`config.mk`:
```
export PLATFORM = sky130hd
export DESIGN_NAME = credit_fifo
export DESIGN_NICKNAME = d
export VERILOG_FILES = /design/src/credit_fifo.sv
export SDC_FILE = /design/constraint.sdc
export NUM_CORES = 1
export LEC_CHECK = 0
export BUFFER_PORTS_ARGS = -buffer_cell sky130_fd_sc_hd__buf_4
export CAP_MARGIN = 10
export CORE_MARGIN = 3
export CORE_UTILIZATION = 49
export CTS_CLUSTER_DIAMETER = 80
export CTS_CLUSTER_SIZE = 30
export DETAILED_ROUTE_END_ITERATION = 7
export PLACE_DENSITY = 0.73
export SLEW_MARGIN = 20
export SYNTH_ARGS = -nofsm -noshare
export SYNTH_HDL_FRONTEND = slang
export SYNTH_SLANG_ARGS = --single-unit
```
`constraint.sdc`:
```
create_clock -name clk -period 1.45 [get_ports clk]
set_input_delay 0.145 -clock clk [delete_from_list [all_inputs] [get_ports clk]]
set_output_delay 0.145 -clock clk [all_outputs]
set_load 0.01 [all_outputs]
```
`src/credit_fifo.sv`:
```
`default_nettype none
`timescale 1ns/1ns

module credit_fifo #(
    parameter type T_ITEM = logic [7:0],                // Payload type
    parameter int  DEPTH  = 4
) (
    input  wire                         clk,
    input  wire                         reset,
    input  wire                         i_push,         // Write i_data
    input  wire T_ITEM                  i_data,
    input  wire                         i_pop,          // Drop head entry
    output T_ITEM                       o_data,         // Head entry, valid when not empty
    output logic                        o_empty,
    output logic [$clog2(DEPTH+1)-1:0]  o_free          // Free slots
);

    localparam int PTR_W = (DEPTH > 1) ? $clog2(DEPTH) : 1;
    localparam int CNT_W = $clog2(DEPTH + 1);

    T_ITEM            mem [DEPTH];                      // Storage, no reset
    logic [PTR_W-1:0] wr_ptr;
    logic [PTR_W-1:0] rd_ptr;
    logic [CNT_W-1:0] count;                            // Occupancy

    // Wrap at DEPTH, not at the pointer width
    function automatic logic [PTR_W-1:0] ptr_next(input logic [PTR_W-1:0] ptr);
        return (ptr == PTR_W'(DEPTH - 1)) ? '0 : ptr + 1'b1;
    endfunction

    always_ff @(posedge clk) begin
        if (i_push)
            mem[wr_ptr] <= i_data;
    end

    always_ff @(posedge clk) begin
        if (reset) begin
            wr_ptr <= '0;
            rd_ptr <= '0;
            count  <= '0;
        end else begin
            if (i_push)
                wr_ptr <= ptr_next(wr_ptr);
            if (i_pop)
                rd_ptr <= ptr_next(rd_ptr);
            case ({i_push, i_pop})
                2'b10:   count <= count + 1'b1;        // Push only
                2'b01:   count <= count - 1'b1;        // Pop only
                default: count <= count;                // Both or neither
            endcase
        end
    end

    assign o_data  = mem[rd_ptr];                       // Show-ahead read
    assign o_empty = (count == '0);
    assign o_free  = CNT_W'(DEPTH) - count;

endmodule

`default_nettype wire

```
Yosys cells after proc, flatten, opt, wreduce, memory -nomap -nowiden
Memories as Yosys holds them, arrays and structs flattened. A register that Yosys moved wholly into a read port is not among the register bits.
Cells that the tools add are included.
Widths: inputs -> output; s select.
{"block": "word_totals", "memories": 1, "ram_bits": 32, "reg_bits": 7, "elab_cells": 22, "input_bits": 12, "output_inout_bits": 12}
{"block": "classes", "muxes": 7, "n_addsub": 5, "n_eq_ne": 4, "n_reduce_logical": 2}
{"name": "mem", "depth": 4, "word_bits": 8, "rd": 1, "rd_clocked_by_memory_dff": 1, "wr": 1, "line_no": "21", "rtl": "T_ITEM mem [DEPTH];"}
{"operator": "$mux 2", "n": 4}
{"operator": "$eq 2x2->1 const B", "n": 3}
{"operator": "$pmux 3 s2", "n": 1}
{"operator": "$add 2x1->2 const B", "n": 2}
{"operator": "$add 3x1->3 const B", "n": 1}
{"operator": "$logic_not 3->1", "n": 1}
{"operator": "$sub 3x1->3 const B", "n": 1}
{"operator": "$sub 3x3->3 const A", "n": 1}
{"operator": "$eq 2x1->1 const B", "n": 1}
{"operator": "$mux 1", "n": 2}
{"operator": "$reduce_bool 2->1", "n": 1}

Logic depth before layout (Yosys ltp)
{"block": "depth", "ltp_word": 4, "depth_mapped": 6, "ltp_nobuf": 6}

Worst setup path before layout
No wires, ideal clock.
{"block": "synth_path", "kind": "input to register", "startpoint": "input i_push", "endpoint": "register count[2]", "path_stages": 6, "path_slack_ps": 60, "t_arrival_ps": 1320, "required_ps": 1380, "n_path_buf": 0, "setup_time_ps": 70, "path_cell_list": "inv_1 > ha_1 > fa_1 > xnor2_1 > or3_1 > a21oi_1"}
{"block": "synth_via", "elab_chain_len": 2, "elab_cells_between_ends": 4, "cone_classes": "eq/ne (2); mux (1); reduce/logical (1)"}
{"item": "from (decl)", "line_no": "10", "rtl": "input wire i_push,"}
{"item": "$eq 2x1->1 or $eq 2x2->1 (tied branches)", "line_no": "46", "rtl": "case ({i_push, i_pop})"}
{"item": "$pmux 3 s2 or $reduce_bool 2->1 (tied branches)"}
{"item": "to (signal assigned)", "line_no": "47", "rtl": "2'b10: count <= count + 1'b1;"}
{"item": "to (signal assigned)", "line_no": "48", "rtl": "2'b01: count <= count - 1'b1;"}
{"item": "to (signal assigned)", "line_no": "49", "rtl": "default: count <= count;"}
{"item": "to (decl)", "line_no": "24", "rtl": "logic [CNT_W-1:0] count;"}
Several ways; a longest one is shown, not always the timed one.
A chain may end at the register's enable or synchronous reset.

==> run metrics <==
status complete, but fails checks; failing checks setup timing; Setup CP Type flop to output pin; vias in the first global route 969; Total Routing Usage GR 0.153; total CTS buffers 5; most frequent cells in the layout edfxtp_1 (32), buf_4 (23), buf_6 (13); Residual DRC 0; via-per-instance ratio 4.84; Diodes inserted 0; num rows 20; Final Hold Fails 0; Setup-failing EPs final 10; GR Util met2 0.272; Worst Path Arrival 1.49 ns; H-tree Lvls 2; dpl hpwl 1810 microns; DRT Pass-1 Iters 4; DP Area 1940 sq um; Die Ht 63.7 microns; maxcap violations 0; syn nets 112; routed wire length 2720 microns; sequential area share after synthesis 0.699; peak supply drop 0.000603 V; clk slew on worst S/H paths 0.11 ns; synth warn 0; Hold Crit Class input pin to flop; overall power 2.38 mW; core area 3100 sq um; reg2reg setup slack -0.04 ns; global-route wire length before repair 4460 microns; slew margin rel. 0.834; RR Endpoint count[2]$_SDFFE_PP0P_; CP Max Fanout 5; FF-to-FF path depth 5; Total Die Area 4060 sq um; routability congestion estimate 0.682; clk_skew 0.00951 ns; post-synth cell types 18; Crit. End Element output pin; share of cells above drive strength 1 0.433; met1 GRT Util 0.170; RSZ-0062 raised after global routing yes; largest net degree at the start of global routing 13; syn_area_per_cell 17.9 sq um; Final nets 161; most common cell after layout, fill and taps aside edfxtp_1; pre-CTS WS -0.0879 ns; clk_lat worst skew 0.33 ns; CP startpoint kind flop; vias 896; area grow syn2layout 33.0%; register bit total from synthesis 41; CTS tree built; grt met3 use 0.0553; die extent in x 63.7 microns; Worst Min Path Start i_data[6]; cells after synthesis 91; clock root cell clkbuf_4; Post-Layout Cell Count 185; initial core utilization 0.526; post-route clock period utilization 1.13; Final ANT Viol Nets 0; port bufs 23; fin area 2170 sq um; clock sinks 41; Worst Path Required 1.31 ns; initial antenna violation count 0; num ports 24; Tmin final 1.63 ns; Mapped Area 1630 sq um; Power Density 1100 nW/um^2; FF-to-FF Start count[0]$_SDFFE_PP0P_; setup TNS -1.40 ns; total gr overflow 0; dpl cells 167; Bufs on Longest Clock Path 2; Worst Slack Setup Final -0.184 ns; Worst Hold Depth 1; GRT busiest layer met2; max frequency 0.612 GHz; Fillers 227; leak pwr 0.829 nW; worst slew pin tran 0.247 ns; initial DRC count 37; Hold Path End mem[0][6]$_DFFE_PP_; Routed WL per cell 14.7 microns; Final Slew Violations 0
[cell type report]
type	count	area, sq um	area share
Inverter	8	32.5	0.0150
Clock buffer	7	45.0	0.0208
Multi-Input combinational cell	39	468	0.216
Timing Repair Buffer	45	419	0.193
Sequential cell	41	1140	0.528
Clock inverter	1	5.00	0.00231
Tap cell	44	55.1	0.0254
[layer usage]
metal / wire [microns] / part of all wire
met1: 1070 / 0.39
met5: 0 / 0
met2: 1510 / 0.56
met4: 32 / 0.012
met3: 101 / 0.037
[worst max-delay path: stages (launching register included)]
cell and delay, ns:
dfxtp_2 0.36, buf_6 0.14, mux4_2 0.52, buf_6 0.14
[cells in the mapped netlist, drive strengths merged]
| library cell | n | share of area |
|---|---|---|
| a21oi | 3 | 0.0092 |
| dfxtp | 9 | 0.11 |
| mux2i | 3 | 0.018 |
| buf | 2 | 0.012 |
| ha | 8 | 0.061 |
| and2 | 4 | 0.015 |
| fa | 1 | 0.012 |
| nor2 | 6 | 0.014 |
| mux4 | 8 | 0.11 |
| o21ai | 1 | 0.0031 |
| inv | 8 | 0.018 |
| clkbuf | 1 | 0.0031 |
| or3 | 1 | 0.0038 |
| nor3b | 2 | 0.0092 |
| edfxtp | 32 | 0.59 |
| xor2 | 1 | 0.0054 |
| xnor2 | 1 | 0.0054 |
[timing repair]
item                                    CTS  global route
endpoints found under the hold margin    16             9
pin swaps                                 5             0
resized for setup                        22             3
endpoints found under the setup margin   11            11
setup buffers                             2             0
hold buffers                              5             3
[worst max path at each step]
stage	endpoint	from	cells after the start
after floorplan	count[2]$_SDFFE_PP0P_	i_push	6
after global placement	count[2]$_SDFFE_PP0P_	i_push	7
after detailed placement	count[2]$_SDFFE_PP0P_	i_push	7
after CTS	o_data[4]	flop	3
after global routing	o_data[4]	flop	3
final	o_data[4]	flop	3
[flip-flops by register name, indices dropped and copies added (netlist names), named ones only]
signal / flops
mem: 32
count: 3
rd_ptr: 2
wr_ptr: 2
[kinds of logic (layout without fill, tap and decap cells)]
kind of cell             count (synthesis)  count (layout)  share of synthesized area
AO/OA/AOI/OAI                            4               4                     0.0123
XOR/XNOR                                 2               2                     0.0107
adder cells (fa/ha/maj)                  9               9                     0.0736
buffers and inverters                   11              61                     0.0330
flip-flops                              41              41                      0.699
multiplexers                            11              11                      0.129
AND/OR/NAND/NOR                         13              13                     0.0422
[power by group]
part / switching [mW] / internal [mW]
Sequential: 0.0296 / 1.33
Clock: 0.328 / 0.189
Combinational: 0.209 / 0.294
Total: 0.567 / 1.81
[stage by stage]
step | utilization | hold slack, ns
2_1_floorplan | - | 0.214
6_report | 0.699 | 0.0179
3_5_place_dp | 0.625 | 0.349
5_1_grt | 0.699 | 0.00308
4_1_cts | 0.686 | 0.000822
3_3_place_gp | 0.625 | 0.345
Note: power is estimated with default switching activity, not from simulation.
