===== src/pmu_settings.svh =====
`ifndef PMU_SETTINGS_SVH
`define PMU_SETTINGS_SVH

// --------------------
// Address geometry
// --------------------
`define PMU_PAGE_W      10                              // Page number bits
`define PMU_OFFSET_W    10                              // Word offset within a page
`define PMU_ADDR_W      (`PMU_PAGE_W + `PMU_OFFSET_W)   // Virtual or physical address
`define PMU_PAGES       1024                            // Map and status entries

// --------------------
// Queues and credits
// --------------------
`define PMU_CMD_DEPTH   4                               // Also the host's initial credits
`define PMU_RSP_DEPTH   4                               // Also the initial response credits

// Counter wide enough for 0..PMU_RSP_DEPTH
`define PMU_RSP_CNT_W   ($clog2(`PMU_RSP_DEPTH + 1))

`endif


===== src/pmu_pkg.sv =====
`default_nettype none

`include "pmu_settings.svh"

package pmu_pkg;

    typedef logic [`PMU_PAGE_W-1:0] page_t;             // Page number

    typedef struct packed {
        page_t                    page;                 // Upper bits, translated
        logic [`PMU_OFFSET_W-1:0] offset;               // Passed through untouched
    } vaddr_t;

    // Bus opcodes, only the write class matters here
    typedef enum logic [3:0] {
        NOP   = 4'd0,
        CCWR  = 4'd2,                                   // Instruction cache write
        DCWR  = 4'd4,                                   // Operand cache write
        DWR   = 4'd10,                                  // Result write
        RDMWR = 4'd11,                                  // Read-modify-write
        BTRWR = 4'd12                                   // Block transfer write
    } arb_op_t;

    typedef enum logic [2:0] {
        MAP_WR, MAP_RD,                                 // Page map access
        XLATE,                                          // Translate and mark used/dirty
        ACC_WR, ACC_RD,                                 // Used and dirty bits
        REP_WR, REP_RD,                                 // Reprioritize bit
        FILL                                            // Set reprio on every page
    } cmd_op_t;

    // Per-page status, ACC_WR data[1:0] = {dirty, used}, REP_WR data[2] = reprio
    typedef struct packed {
        logic reprio;
        logic dirty;
        logic used;
    } pg_bits_t;

    typedef struct packed {
        cmd_op_t op;
        arb_op_t arb;                                   // Bus opcode for XLATE
        vaddr_t  addr;
        page_t   data;                                  // Map entry or bit values
    } pmu_cmd_t;

    // ACC_RD returns {dirty, used} in data[1:0], REP_RD returns reprio in data[0]
    typedef struct packed {
        cmd_op_t                op;                     // Echo of the command opcode
        logic [`PMU_ADDR_W-1:0] data;
    } pmu_rsp_t;

endpackage

`default_nettype wire


===== src/pmu_page_status.sv =====
`default_nettype none
`timescale 1ns/1ns

`include "pmu_settings.svh"

module pmu_page_status (
    input  wire                     clk,
    input  wire                     reset,
    input  wire                     i_valid,            // Command in status stage
    input  wire pmu_pkg::pmu_cmd_t  i_cmd,
    input  wire pmu_pkg::page_t     i_ppage,            // From the map stage
    output pmu_pkg::pg_bits_t       o_bits,             // Bits of the selected page
    output logic                    o_fill_busy         // Reprio fill running
);

    import pmu_pkg::*;

    logic  used_mem   [`PMU_PAGES];                     // Page referenced
    logic  dirty_mem  [`PMU_PAGES];                     // Page modified
    logic  reprio_mem [`PMU_PAGES];                     // Reprioritize request
    page_t fill_cnt;                                    // Next page to fill
    page_t sel_page;
    logic  wr_class;                                    // Bus opcode writes memory

    // XLATE works on the physical page, everything else on the command page
    assign sel_page = (i_cmd.op == XLATE) ? i_ppage : i_cmd.addr.page;

    always_comb begin
        case (i_cmd.arb)
            CCWR, DCWR, DWR, RDMWR, BTRWR: wr_class = 1'b1;
            default:                       wr_class = 1'b0;
        endcase
    end

    // --------------------
    // Used and dirty
    // --------------------
    always_ff @(posedge clk) begin
        if (i_valid) begin
            case (i_cmd.op)
                XLATE: begin
                    used_mem[sel_page] <= 1'b1;         // Any access marks used
                    if (wr_class)
                        dirty_mem[sel_page] <= 1'b1;
                end
                ACC_WR: begin
                    used_mem[sel_page]  <= i_cmd.data[0];
                    dirty_mem[sel_page] <= i_cmd.data[1];
                end
                default: ;
            endcase
        end
    end

    // --------------------
    // Reprio and fill
    // --------------------
    always_ff @(posedge clk) begin
        if (o_fill_busy)
            reprio_mem[fill_cnt] <= 1'b1;               // One page per cycle
        else if (i_valid && i_cmd.op == REP_WR)
            reprio_mem[sel_page] <= i_cmd.data[2];
    end

    always_ff @(posedge clk) begin
        if (reset) begin
            o_fill_busy <= 1'b0;
            fill_cnt    <= '0;
        end else if (o_fill_busy) begin
            if (fill_cnt == page_t'(`PMU_PAGES - 1))
                o_fill_busy <= 1'b0;                    // Last page written
            fill_cnt <= fill_cnt + 1'b1;
        end else if (i_valid && i_cmd.op == FILL) begin
            o_fill_busy <= 1'b1;
            fill_cnt    <= '0;                          // Always from page 0
        end
    end

    // Read for the response, before this cycle's update lands
    always_ff @(posedge clk) begin
        o_bits.reprio <= reprio_mem[sel_page];
        o_bits.dirty  <= dirty_mem[sel_page];
        o_bits.used   <= used_mem[sel_page];
    end

endmodule

`default_nettype wire


===== config.mk =====
export PLATFORM = sky130hd
export DESIGN_NAME = pmu_page_status
export DESIGN_NICKNAME = d
export VERILOG_FILES = /design/src/pmu_pkg.sv /design/src/pmu_page_status.sv
export VERILOG_INCLUDE_DIRS = /design/src
export SDC_FILE = /design/constraint.sdc
export NUM_CORES = 2
export LEC_CHECK = 0
export ABC_CLOCK_PERIOD_IN_PS = 17700
export BUFFER_PORTS_ARGS = -buffer_cell sky130_fd_sc_hd__buf_4
export CAP_MARGIN = 20
export CELL_PAD_IN_SITES_DETAIL_PLACEMENT = 0
export CELL_PAD_IN_SITES_GLOBAL_PLACEMENT = 1
export CORE_AREA = 10 10 544 546
export DETAILED_ROUTE_END_ITERATION = 6
export DIE_AREA = 0 0 554 556
export PLACE_DENSITY = 0.85
export SYNTH_ARGS = -nofsm -noshare
export SYNTH_HDL_FRONTEND = slang
export SYNTH_SLANG_ARGS = --single-unit

===== constraint.sdc =====
create_clock -name clk -period 17.7 [get_ports clk]
set_input_delay 1.77 -clock clk [delete_from_list [all_inputs] [get_ports clk]]
set_output_delay 1.77 -clock clk [all_outputs]
set_load 0.05 [all_outputs]

# After elaboration in Yosys (flattened, before gate mapping)
# Memory sizes are Yosys's and may differ from the RTL's. A register that Yosys moved wholly into a read port is not among the register bits.
# Index checks and enable logic that the tools add are counted.
[op_classes]
addsub = 1
eq_ne = 10
mux = 27
bitwise_logic = 2
reduce_logical = 5
[ops]
columns = ["cell", "count"]
rows = [
  ["two-way mux 10 bit", 4],
  ["two-way mux 1 bit", 23],
  ["== test 4 bit (second input constant)", 3],
  ["adder 10 x 1 -> 10 bit (second input constant)", 1],
  ["== test 10 bit (second input constant)", 1],
  ["== test 3 x 2 -> 1 bit (second input constant)", 2],
  ["== test 3 bit (second input constant)", 2],
  ["OR reduction 5 bit", 1],
  ["== test 4 x 2 -> 1 bit (second input constant)", 1],
  ["== test 4 x 3 -> 1 bit (second input constant)", 1],
  ["logical AND 1 bit", 2],
  ["OR 1 bit", 2],
  ["nonzero test 2 bit", 1],
  ["OR reduction 1 bit", 1],
]
[totals]
register_bits = 11
mem_bits_rw = 3072
inputBits = 50
output_inout_bits = 4
wordCells = 50
mem_count = 3
[mem_list]
columns = ["memory", "depth", "word_bits", "read_ports", "rd_ports_with_merged_regs", "write_ports", "line_no", "rtl"]
rows = [
  ["dirty_mem", 1024, 1, 1, 1, 1, "pmu_page_status.sv:19", "logic dirty_mem [`PMU_PAGES];"],
  ["reprio_mem", 1024, 1, 1, 1, 1, "pmu_page_status.sv:20", "logic reprio_mem [`PMU_PAGES];"],
  ["used_mem", 1024, 1, 1, 1, 1, "pmu_page_status.sv:18", "logic used_mem [`PMU_PAGES];"],
]

# Longest topological paths before layout
[depth]
word_depth = 8
ltp_mapped = 14

# Least setup slack after synthesis
# OpenSTA, ideal clock, no wires.
[synth_timing]
path_kind = "input port to flip-flop"
from = "in i_cmd[36] in the netlist's numbering"
to = "mem dirty_mem[0], data pin"
setup_ns = 2.728
arrival_time_ns = 13.938
slack_ns = 1.034
path_stages = 2
n_path_buf = 0
path_cell_list = "nand2b_1 or3_1"
[synth_between]
elab_chain_len = 5
[synth_rtl]
columns = ["item", "line_no", "rtl"]
rows = [
  ["from (decl)", "pmu_page_status.sv:10", "input wire pmu_pkg::pmu_cmd_t i_cmd,"],
  ["== test 3 x 2 -> 1 bit", "pmu_page_status.sv:40", "case (i_cmd.op)"],
  ["two-way mux 1 bit", "pmu_page_status.sv:40", ""],
  ["two-way mux 1 bit", "pmu_page_status.sv:39", "if (i_valid) begin"],
  ["two-way mux 1 bit (not written as such)", "pmu_page_status.sv:48", "dirty_mem[sel_page] <= i_cmd.data[1];"],
  ["two-way mux 1 bit (no source line)", "--", ""],
  ["to (decl)", "pmu_page_status.sv:19", ""],
]
# No other way between the ends.

# Worst setup path in the final report
[layout_timing]
from = "in i_cmd[36] in the netlist's numbering"
to = "reg o_bits[0] (netlist name)"
[layout_between]
elab_chain_len = 2
[layout_rtl]
columns = ["item", "line_no", "rtl"]
rows = [
  ["== test 3 x 2 -> 1 bit", "pmu_page_status.sv:26", "assign sel_page = (i_cmd.op == XLATE) ? i_ppage : i_cmd.addr.page;"],
  ["two-way mux 10 bit", "pmu_page_status.sv:26", ""],
]
# No other way between the ends.
# A chain may end at the register's enable or synchronous reset.

==> run metrics <==
Compound-Gate Fraction of Synth Area 11.4%; H-Tree Depth 5; Final Hold Viols 0; critical path endpoint category flip-flop; synth warn 0; largest fanout on the critical path 159; post-cts resize count 0; Root Buffer clkbuf_16; Placer Congestion 0.793; Max stage delay cell, worst path buf_4; post-synthesis mux area share 0.0788%; Die Area 308000 sq um; clock buffer depth 4; HP Class flip-flop to flip-flop; crit-path max cell delay 990 ps; ys flop type edfxtp_1; post-synth cell types 62; Synth Area in Adders 0.00938%; DP HPWL 197000 microns; initial antenna violation count 11; crit path buf inv count 7; CTS tree built; # DRC 0; status completed; Layout area overhead 10.4%; # rows 196; Netlist Area Pre-Place 133000 sq um; first-pass GRT wire length 588000 microns; Startpoint Class primary input; Clock Latency Late Sink 870 ps; setup TNS 0 ps; Slew HR 6.82%; Setup-failing EPs final 0; total core area 284000 sq um; CTS Hold Bufs 0; register area share after synthesis 69.3%; DR iter-0 viols 15300; Slew Limit Fails 0; RSZ-0062 raised after global routing no; crit path DAT 8850 ps; chip width 554 microns; Synth Area in XOR/XNOR 0.00656%; largest net degree at the start of global routing 354; vias in the first global route 93000; Max Clock Freq 0.125 GHz; Slew @ Worst Pin 1400 ps; crit-path most repeated cell buf_4; final core utilization 51.8%; min Tclk post-route 8030 ps; Vias/cell 6.29; I/O pins 54; WS Path Type primary input to flip-flop; most frequent cells in the layout 3119 x nor2_1, 3072 x edfxtp_1, 1826 x nand2_1; Worst path top cell family by delay buffers and inverters; Initial Util 46.9%; fillers 24200; Cells after Synth 12100; Synth Register Bits 3086; setup bufs post-CTS 0; TritonCTS buffer count 322; main combinational cell family by area after synthesis simple AND/OR/NAND/NOR gates; drt total wl 407000 microns; # nets final 11500; period utilization 45.4%; synthesized area per cell 11.0 sq um; drt first pass iters 7; worst vdd ir 0.0000814 V; Async SR Flop Fraction 0%; Clock Skew 69.9 ps; Num Clock Sinks 3086; max-cap violations 0; number of flops mapped to enable cells by yosys 3072; ANT nets after route 0; Post-Synth Simple-Gate Area 15.6%; die height 556 microns; commonest non-fill, non-tap cell in the layout nor2_1; Leak 49.0 nW; routed via count 97500; Post-Syn Nets 12100; clk slew on worst S/H paths 60 ps; CP cell instances buf_4 > or3b_2 > buf_4 > a21boi_4 > buf_4 > buf_12 > buf_4 > buf_4 > buf_4 > a21oi_1 > a221oi_1 > or4_1 > o21ai_0 > a311oi_1 > or4_1; IO Port Bufs 36; share of post-route cells with drive strength above 1 7.31%; Critical Path RT 18520 ps; Wirelength per Cell 26.2 microns; PD cells 105 nW/um^2; grt total ovfl 0; total track usage 25.1%
==> state kept, by name, indices dropped and copies added, names as in the netlist <==
signal / cells
dirty_mem: 1024
fill_cnt: 10
o_bits: 3
o_fill_busy: 1
reprio_mem: 1024
used_mem: 1024
==> layout make-up <==
type,instances,area [sq um],share of cell area (%)
diodes,8,20.0,0.0136
clock buffers,406,8550,5.80
clock inverters,171,1790,1.21
inverters,10,37.5,0.0255
multi-input cells,7773,36600,24.9
flip-flops and latches,3086,92500,62.8
well taps,3762,4710,3.19
repair buffers,293,3110,2.11
==> report_power, final <==
group | switching (mW) | internal [mW] | leakage, nW
sequential | 0.00442 | 7.95 | 34.5
combinational | 0.657 | 0.170 | 9.39
clock | 2.81 | 3.92 | 5.06
==> final timing paths <==
kind / endpoint / slack [ps] / cells after the start / startpoint
hold / removal: fill_cnt[2]$_SDFFE_PP0P_ / 530 / 2 / fill_cnt[2]$_SDFFE_PP0P_
setup reg to reg: reprio_mem[680]$_DFFE_PP_ / 12910 / 7 / o_fill_busy$_SDFF_PP0_
setup / recovery: o_bits[0]$_DFF_P_ / 9670 / 15 / i_cmd[36]
hold reg to reg: fill_cnt[2]$_SDFFE_PP0P_ / 530 / 2 / fill_cnt[2]$_SDFFE_PP0P_
==> cells in the mapped netlist (3+ instances only) <==
cell type	instances	area [sq um]
nand2_1	1890	7090
o21ai_1	4	20.0
nand4_1	4	25.0
o41ai_1	6	52.6
buf_6	23	259
a21oi_1	1509	7550
nand3_1	154	771
buf_4	4	30.0
a31o_2	4	35.0
a21boi_0	9	67.6
mux2i_1	4	40.0
nand3b_1	4	30.0
inv_1	10	37.5
a32oi_1	32	280
a221oi_1	631	5530
o22ai_1	3	18.8
a31oi_1	67	419
buf_1	119	447
nor3_1	29	145
a21oi_2	10	87.6
dfxtp_1	14	280
or3_1	9	56.3
nand2b_1	8	50.1
o21a_1	10	75.1
o21ai_0	15	75.1
buf_2	86	430
edfxtp_1	3072	92200
clkbuf_1	977	3670
nor4_1	90	563
nor2_1	3127	11700
a2111oi_2	6	90.1
or4_1	19	143
a2111oi_0	57	499
a21o_1	17	128
nor2b_1	5	31.3
and3_1	7	43.8
a311oi_1	11	96.3
==> worst register-to-register path, stage by stage (launching register included) <==
cell,delay [ps]
dfxtp_1,500
inv_1,140
nand2_1,80
buf_4,300
or2_4,560
buf_12,830
buf_4,970
buf_4,990
==> through the flow <==
step	power [mW]	hold WS [ps]	setup slack, ps	cell area, sq um	std cells
final	15.5	528	9670	147000	15500
after global routing	15.9	562	9460	147000	15500
after CTS	15.5	527	9860	146000	15500
after detailed placement	8.91	518	8950	136000	14900
after global placement	8.89	504	9050	136000	14900
after floorplan	8.63	466	1030	133000	12100
==> layer usage <==
metal	vias up	wire, microns	share of wire [%]	track usage (%)
met2	6036	193000	47	41.6
met3	1171	46200	11	4.21
met5	-	65	0.016	0
met1	48500	145000	36	31.9
li1	41800	-	-	-
met4	10	22600	5.6	12.6
==> cells by family (layout without fill, tap and decap cells) <==
logic type      after synthesis  in the layout
other cells                   0              8
flops                      3086           3086
xor+xnor                      1              1
buf+inv                    1219            880
simple gates               5356           5356
compound gates             2406           2406
mux                           9              9
fa+ha+maj                     1              1
Note: power is estimated with default switching activity, not from simulation.
