<file path="config.mk">
export PLATFORM = sky130hd
export DESIGN_NAME = pmu_pipe_ctrl
export DESIGN_NICKNAME = d
export VERILOG_FILES = /design/src/pmu_pkg.sv /design/src/pmu_pipe_ctrl.sv
export VERILOG_INCLUDE_DIRS = /design/src
export SDC_FILE = /design/constraint.sdc
export NUM_CORES = 1
export LEC_CHECK = 0
export BUFFER_PORTS_ARGS = -buffer_cell sky130_fd_sc_hd__buf_4
export CAP_MARGIN = 10
export CORE_ASPECT_RATIO = 2
export CORE_UTILIZATION = 43
export CTS_CLUSTER_DIAMETER = 60
export DETAILED_ROUTE_END_ITERATION = 10
export PLACE_DENSITY_LB_ADDON = 0.05
export SLEW_MARGIN = 10
export SYNTH_ARGS = -nofsm -noshare
export SYNTH_HDL_FRONTEND = slang
export SYNTH_SLANG_ARGS = --single-unit
</file>
<file path="constraint.sdc">
create_clock -name clk -period 3.4 [get_ports clk]
set_clock_uncertainty 0.2 [all_clocks]
set_input_delay 0.34 -clock clk [delete_from_list [all_inputs] [get_ports clk]]
set_output_delay 0.34 -clock clk [all_outputs]
set_load 0.03 [all_outputs]
</file>
<file path="src/pmu_settings.svh">
`ifndef PMU_SETTINGS_SVH
`define PMU_SETTINGS_SVH

// --------------------
// Address geometry
// --------------------
`define PMU_PAGE_W      10                              // Page number bits
`define PMU_OFFSET_W    10                              // Word offset within a page
`define PMU_ADDR_W      (`PMU_PAGE_W + `PMU_OFFSET_W)   // Virtual or physical address
`define PMU_PAGES       1024                            // Map and status entries

// --------------------
// Queues and credits
// --------------------
`define PMU_CMD_DEPTH   4                               // Also the host's initial credits
`define PMU_RSP_DEPTH   4                               // Also the initial response credits

// Counter wide enough for 0..PMU_RSP_DEPTH
`define PMU_RSP_CNT_W   ($clog2(`PMU_RSP_DEPTH + 1))

`endif

</file>
<file path="src/pmu_pkg.sv">
`default_nettype none

`include "pmu_settings.svh"

package pmu_pkg;

    typedef logic [`PMU_PAGE_W-1:0] page_t;             // Page number

    typedef struct packed {
        page_t                    page;                 // Upper bits, translated
        logic [`PMU_OFFSET_W-1:0] offset;               // Passed through untouched
    } vaddr_t;

    // Bus opcodes, only the write class matters here
    typedef enum logic [3:0] {
        NOP   = 4'd0,
        CCWR  = 4'd2,                                   // Instruction cache write
        DCWR  = 4'd4,                                   // Operand cache write
        DWR   = 4'd10,                                  // Result write
        RDMWR = 4'd11,                                  // Read-modify-write
        BTRWR = 4'd12                                   // Block transfer write
    } arb_op_t;

    typedef enum logic [2:0] {
        MAP_WR, MAP_RD,                                 // Page map access
        XLATE,                                          // Translate and mark used/dirty
        ACC_WR, ACC_RD,                                 // Used and dirty bits
        REP_WR, REP_RD,                                 // Reprioritize bit
        FILL                                            // Set reprio on every page
    } cmd_op_t;

    // Per-page status, ACC_WR data[1:0] = {dirty, used}, REP_WR data[2] = reprio
    typedef struct packed {
        logic reprio;
        logic dirty;
        logic used;
    } pg_bits_t;

    typedef struct packed {
        cmd_op_t op;
        arb_op_t arb;                                   // Bus opcode for XLATE
        vaddr_t  addr;
        page_t   data;                                  // Map entry or bit values
    } pmu_cmd_t;

    // ACC_RD returns {dirty, used} in data[1:0], REP_RD returns reprio in data[0]
    typedef struct packed {
        cmd_op_t                op;                     // Echo of the command opcode
        logic [`PMU_ADDR_W-1:0] data;
    } pmu_rsp_t;

endpackage

`default_nettype wire

</file>
<file path="src/pmu_pipe_ctrl.sv">
`default_nettype none
`timescale 1ns/1ns

`include "pmu_settings.svh"

module pmu_pipe_ctrl (
    input  wire                         clk,
    input  wire                         reset,
    input  wire                         i_cmd_empty,
    input  wire pmu_pkg::pmu_cmd_t      i_cmd,          // Command FIFO head
    output logic                        o_cmd_pop,      // Also the command credit
    output logic                        o_s1_valid,     // Into map stage
    output pmu_pkg::pmu_cmd_t           o_s1_cmd,
    output logic                        o_s2_valid,     // Into status stage
    output pmu_pkg::pmu_cmd_t           o_s2_cmd,
    input  wire pmu_pkg::page_t         i_ppage,
    input  wire pmu_pkg::page_t         i_entry,
    input  wire pmu_pkg::pg_bits_t      i_bits,
    input  wire                         i_fill_busy,
    input  wire [`PMU_RSP_CNT_W-1:0]    i_rsp_free,
    output logic                        o_rsp_push,
    output pmu_pkg::pmu_rsp_t           o_rsp,
    input  wire                         i_rsp_empty,
    output logic                        o_rsp_pop,      // Also o_rsp_valid
    input  wire                         i_rsp_credit
);

    import pmu_pkg::*;

    localparam int CNT_W = `PMU_RSP_CNT_W;

    logic [CNT_W-1:0] inflight;                         // Popped, response not pushed
    logic [CNT_W-1:0] rsp_credits;                      // Host-side response slots
    logic             fill_pend;                        // FILL popped, not answered
    logic             r_valid;                          // Response stage
    pmu_cmd_t         r_cmd;
    page_t            r_ppage;
    page_t            r_entry;
    logic             r_hold;

    // --------------------
    // Issue
    // --------------------
    // Pop only when a response slot is reserved for it
    assign o_cmd_pop  = !i_cmd_empty && !fill_pend && (i_rsp_free > inflight);
    assign o_s1_valid = o_cmd_pop;
    assign o_s1_cmd   = i_cmd;

    always_ff @(posedge clk) begin
        if (reset) begin
            o_s2_valid <= 1'b0;
            fill_pend  <= 1'b0;
        end else begin
            o_s2_valid <= o_cmd_pop;
            if (o_cmd_pop && i_cmd.op == FILL)
                fill_pend <= 1'b1;
            else if (o_rsp_push && r_cmd.op == FILL)
                fill_pend <= 1'b0;                      // Pops resume after the fill
        end
    end

    always_ff @(posedge clk) begin
        o_s2_cmd <= i_cmd;
    end

    // --------------------
    // Response stage
    // --------------------
    assign r_hold     = r_valid && (r_cmd.op == FILL) && i_fill_busy;
    assign o_rsp_push = r_valid && !r_hold;

    always_ff @(posedge clk) begin
        if (reset)
            r_valid <= 1'b0;
        else if (!r_hold)
            r_valid <= o_s2_valid;
    end

    always_ff @(posedge clk) begin
        if (!r_hold) begin
            r_cmd   <= o_s2_cmd;
            r_ppage <= i_ppage;                         // Map outputs move on next cycle
            r_entry <= i_entry;
        end
    end

    always_comb begin
        o_rsp.op   = r_cmd.op;
        o_rsp.data = '0;
        case (r_cmd.op)
            XLATE:   o_rsp.data = {r_ppage, r_cmd.addr.offset};
            MAP_RD:  o_rsp.data[`PMU_PAGE_W-1:0] = r_entry;
            ACC_RD:  o_rsp.data[1:0] = {i_bits.dirty, i_bits.used};
            REP_RD:  o_rsp.data[0] = i_bits.reprio;
            default: ;                                  // Writes answer with zero
        endcase
    end

    // --------------------
    // Credits
    // --------------------
    assign o_rsp_pop = !i_rsp_empty && (rsp_credits != '0);

    always_ff @(posedge clk) begin
        if (reset) begin
            inflight    <= '0;
            rsp_credits <= CNT_W'(`PMU_RSP_DEPTH);
        end else begin
            case ({o_cmd_pop, o_rsp_push})
                2'b10:   inflight <= inflight + 1'b1;
                2'b01:   inflight <= inflight - 1'b1;
                default: inflight <= inflight;
            endcase
            case ({i_rsp_credit, o_rsp_pop})
                2'b10:   rsp_credits <= rsp_credits + 1'b1;
                2'b01:   rsp_credits <= rsp_credits - 1'b1;
                default: rsp_credits <= rsp_credits;
            endcase
        end
    end

endmodule

`default_nettype wire

</file>
; After elaboration in Yosys (flattened, before gate mapping)
; Cells that the tools add are included.
[word_totals]
out_inout_bits = 102
in_bits = 69
register_bits = 79
wordCells = 53
[op_classes]
n_mux = 8
n_eq_ne = 10
n_lt_le_gt_ge = 1
n_addsub = 4
reduce_logical = 16
[ops]
columns = op, n
row1 = $pmux 8 s2, 1
row2 = $eq 3x3->1 const B, 4
row3 = $pmux 3 s2, 2
row4 = $mux 10, 1
row5 = $logic_and 1x1->1, 8
row6 = $add 3x1->3 const B, 2
row7 = $reduce_bool 2->1, 3
row8 = $sub 3x1->3 const B, 2
row9 = $eq 2x1->1 const B, 2
row10 = $eq 2x2->1 const B, 2
row11 = $logic_not 1->1, 4
row12 = $pmux 1 s4, 1
row13 = $eq 3x1->1 const B, 1
row14 = $eq 3x2->1 const B, 1
row15 = $gt 3x3->1, 1
row16 = $pmux 1 s3, 1
row17 = $reduce_bool 3->1, 1
row18 = $mux 1, 2

; Logic depth before layout (Yosys ltp)
[logic_depth]
word_depth = 8
depth_mapped = 11
mapped_depth_nobuf = 11

; Worst setup path before layout
; Ideal clock, no wire load.
[synth_path]
kind = flip-flop to flip-flop
startpoint = register r_cmd (netlist bit o_rsp[21])
endpoint = register inflight[2]
t_required_ps = 3130
slack_ps = 60
path_stages_with_launch = 10
arrival_time_ps = 3070
period_less_slack_ps = 3340
path_buffers = 0
cell_sequence = edfxtp_1 and4_1 nand2_1 and2_1 ha_1 inv_1 fa_1 xor2_1 or3_1 a21oi_1
[synth_via]
elab_chain_len = 7
[synth_lines]
columns = item, line_no
row1 = start: declaration, pmu_pipe_ctrl.sv:36  ; pmu_cmd_t r_cmd;
row2 = start signal: assignment, pmu_pipe_ctrl.sv:81  ; r_cmd <= o_s2_cmd;
row3 = $eq 3x3->1 *, pmu_pipe_ctrl.sv:69  ; assign r_hold = r_valid && (r_cmd.op == FILL) && i_fill_busy;
row4 = $logic_and 1x1->1 * (2 in a row), pmu_pipe_ctrl.sv:69
row5 = $logic_not 1->1 *, n/a
row6 = $logic_and 1x1->1 *, pmu_pipe_ctrl.sv:70  ; assign o_rsp_push = r_valid && !r_hold;
row7 = net o_rsp_push, pmu_pipe_ctrl.sv:21  ; output logic o_rsp_push,
row8 = $eq 2x1->1 / $eq 2x2->1 (equally long branches), pmu_pipe_ctrl.sv:109  ; case ({o_cmd_pop, o_rsp_push})
row9 = $pmux 3 s2 / $reduce_bool 2->1 (equally long branches), n/a
row10 = end signal: assignment, pmu_pipe_ctrl.sv:110  ; 2'b10: inflight <= inflight + 1'b1;
row11 = end signal: assignment, pmu_pipe_ctrl.sv:111  ; 2'b01: inflight <= inflight - 1'b1;
row12 = end signal: assignment, pmu_pipe_ctrl.sv:112  ; default: inflight <= inflight;
row13 = end: declaration, pmu_pipe_ctrl.sv:32  ; logic [CNT_W-1:0] inflight;
; The timed path passes the listed nets; every way through them passes the cells marked *.
; A chain may end at the register's enable or synchronous reset.

; Worst setup path after layout
[layout_path]
startpoint = register inflight[1]
endpoint = register inflight[2]
[layout_via]
elab_chain_len = 4
[layout_lines]
columns = item, line_no
row1 = $gt 3x3->1, pmu_pipe_ctrl.sv:45  ; assign o_cmd_pop = !i_cmd_empty && !fill_pend && (i_rsp_free > inflight);
row2 = $logic_and 1x1->1, pmu_pipe_ctrl.sv:45
row3 = $eq 2x1->1 / $eq 2x2->1 (equally long branches), pmu_pipe_ctrl.sv:109
row4 = $pmux 3 s2 / $reduce_bool 2->1 (equally long branches), n/a
; Parallel ways exist; a longest one is shown, timed or not.

==> reports/metrics.yaml <==
layout:
  antennaDiodeCount: 0
  drive_gt1_frac: 0.459
  ff_latch_area_um2: 1910
  final_common_cell: "buf_4"
  syn2layout_area_growth_pct: 68.4
  nFillCells: 448
  multi_input_area_um2: 527
  nNetsFinal: 485
  post-route-util: 0.751
  final_area_um2: 4740
  most-common-layout-cells: "buf_4 (172), dlygate4sd3_1 (57), dfxtp_1 (46)"
power:
  comb_power_share: 0.190
  pwr-share-clk: 0.368
  peakVddDrop_v: 0.000454
  internal_power_uw: 1810
  power_density_nw_per_um2: 513
  power.static_leakage_uw: 0.00219
  p_total_uw: 2430
  power.switching_uw: 626
  switching_share: 0.257
  seqPwrFrac: 0.442
die:
  fp.coreArea_um2: 6310
  fp.dieH_um: 116
  dieArea_um2: 6890
  fp-row-count: 41
  fp.dieW_um: 59.2
  io_pins: 171
  start_util: 0.446
setup_path:
  regToRegSetupSlack_ns: 0.80
  arrival_ns: 2.67
  reg2reg_depth: 10
  r2r_start: "inflight[1]"
  crit_path_start: "inflight[1]"
  critPathRequiredTime_ns: 3.46
  crit_type: "register to register"
  cp-end-kind: "register"
  crit_fanout: 3
  start_kind: "register"
  r2r-end: "inflight[2]"
grt:
  grt_max_degree: 34
  antenna_found_initial: 0
  grt_overflow_total: 0
  grt_pass1_vias: 2314
  track_usage: 0.217
  grt_pass1_wl_um: 10700
route:
  vias_per_cell: 4.50
  wl_per_cell_um: 14.5
  ant_nets: 0
  drt_iter0_markers: 68
  vias: 2252
  drt_pass1_iterations: 4
  drc_errors: 0
  wirelength_um: 7270
sta:
  slew_viol_final: 0
  rsz0062_at_grt: "no"
  finalSetupViolCount: 0
  fin_crit_sh: 0.765
  clock.fmax_mhz: 384
  slew_headroom: 0.489
  finalSetupTns_ns: 0
  period_needed_ns: 2.60
  hold_viol_final: 0
  setup_slack_ns: 0.798
  worstMarginPinSlew_ns: 0.765
outcome:
  status: "finished clean"
clocking:
  path_clk_slew_ns: 0.06
  max-clock-path-buffers: 2
  clkSinkCount: 79
  post_cts_resized: 0
  cts_hold_buffers: 57
  clk_latency_ns: 0.33
  htreeDepth: 3
  cts_tree: "done"
  numCtsBuffers: 9
  postCtsSetupBuffers: 0
  root_buffer: "clkbuf_16"
yosys:
  synth-simple-area-share: 0.0818
  yosysUniqueCellTypes: 34
  syn_inst: 214
  muxShareOfSynthArea: 0.00356
  synth_seq_cells: 79
  yosysWarnings: 0
  postSynthAreaPerCell_um2: 13.2
  synth_xor_area_frac: 0.0124
  netlist_area_um2: 2820
  synth_compound_area_frac: 0.0529
  syn_nets: 290
  synth_top_family_by_area: "buffers and inverters"
  synth_fa_ha_area_frac: 0.0364
  yosysSeqAreaShare: 0.679
run:
  cap_violations: 0
place:
  place_congestion: 0.772
  io_buffers: 170
  post-dp-hpwl_um: 4800
  pre_cts_ws_ns: 0.727
  place_area_um2: 3880
min_path:
  worstHoldPathType: "primary input to register"
  whs_endpoint: "inflight[2]"
  min_from: "reset"
  hold_depth: 2
-- worst max path at each step --
| stage | endpoint | slack [ns] | cells after the start |
|---|---|---|---|
| CTS | o_rsp[1] | 0.78 | 4 |
| global route | inflight[2] | 0.62 | 10 |
| finish | inflight[2] | 0.80 | 10 |
| floorplan | inflight[2] | 0.06 | 9 |
| detailed placement | inflight[2] | 0.73 | 10 |
| global placement | inflight[2] | 0.77 | 10 |
-- state kept, by name, indices dropped and copies added, names as in the netlist --
signal and count:
o_rsp 3, r_ppage 10, rsp_credits 3, r_entry 10
r_valid 1, o_s2_cmd 37, inflight 3, r_cmd 10
fill_pend 1, o_s2_valid 1
-- metrics by stage --
step / std cells / hold WS (ns)
5_1_grt: 500 / 0.0499
2_1_floorplan: 214 / 0.168
3_3_place_gp: 427 / 0.215
6_report: 500 / 0.0496
3_5_place_dp: 427 / 0.221
4_1_cts: 500 / 0.0422
-- cell families after synthesis --
logic type / after synthesis
XOR/XNOR: 4
multiplexers: 1
adder cells (fa/ha/maj): 7
AND/OR/NAND/NOR: 44
flip-flops: 79
buffers and inverters: 57
AO/OA/AOI/OAI: 22
-- metal layers --
metal | vias to the layer above | GRT usage | part of all wire
met5 | - | 0 | 0
met4 | 0 | 0.117 | 0.028
met3 | 18 | 0.0687 | 0.066
met2 | 108 | 0.390 | 0.57
met1 | 1050 | 0.213 | 0.34
li1 | 1076 | - | -
-- final cells by class --
cell class | instances | area share
Sequential cell | 79 | 0.403
Timing Repair Buffer | 229 | 0.393
Multi-Input combinational cell | 78 | 0.111
Clock buffer | 12 | 0.0549
Tap cell | 86 | 0.0227
Inverter | 12 | 0.00950
Clock inverter | 4 | 0.00581
-- critical path, stage by stage (launching register included) --
cell	delay [ns]
dfxtp_1	0.33
inv_1	0.07
ha_1	0.29
a211oi_1	0.24
or2_2	0.19
ha_1	0.18
inv_1	0.06
fa_1	0.38
xor2_1	0.16
or3_1	0.31
a21oi_1	0.14
-- synthesized netlist by cell type --
master,n,area [um2]
dfxtp_1,46,921
buf_4,41,308
edfxtp_1,33,991
nor2_1,19,71.3
inv_1,12,45.0
and2_1,11,68.8
a22oi_1,10,75.1
ha_1,5,62.6
a21oi_1,4,20.0
xor2_1,4,35.0
clkbuf_1,2,7.51
fa_1,2,40.0
nand3_1,2,10.0
nor3_1,2,10.0
o21ai_0,2,10.0
a211oi_1,1,7.51
and2b_1,1,7.51
and2b_4,1,10.0
and4_1,1,8.76
buf_2,1,5.00
buf_6,1,11.3
mux2i_1,1,10.0
nand2_1,1,3.75
nand2b_1,1,6.26
nand4_1,1,6.26
nor2b_1,1,6.26
o211ai_1,1,7.51
o21ai_1,1,5.00
o22ai_1,1,6.26
o31a_1,1,8.76
o32ai_1,1,8.76
or2_2,1,6.26
or3_1,1,6.26
or3b_1,1,8.76
-- power by group through the flow --
stage | combinational [uW] | clock [uW] | sequential (uW)
finish | 463 | 894 | 1070
CTS | 462 | 919 | 1070
global route | 496 | 959 | 1080
global placement | 404 | 0 | 1090
detailed placement | 407 | 0 | 1090
floorplan | 208 | 0 | 1140
(Power assumes the default switching activity.)
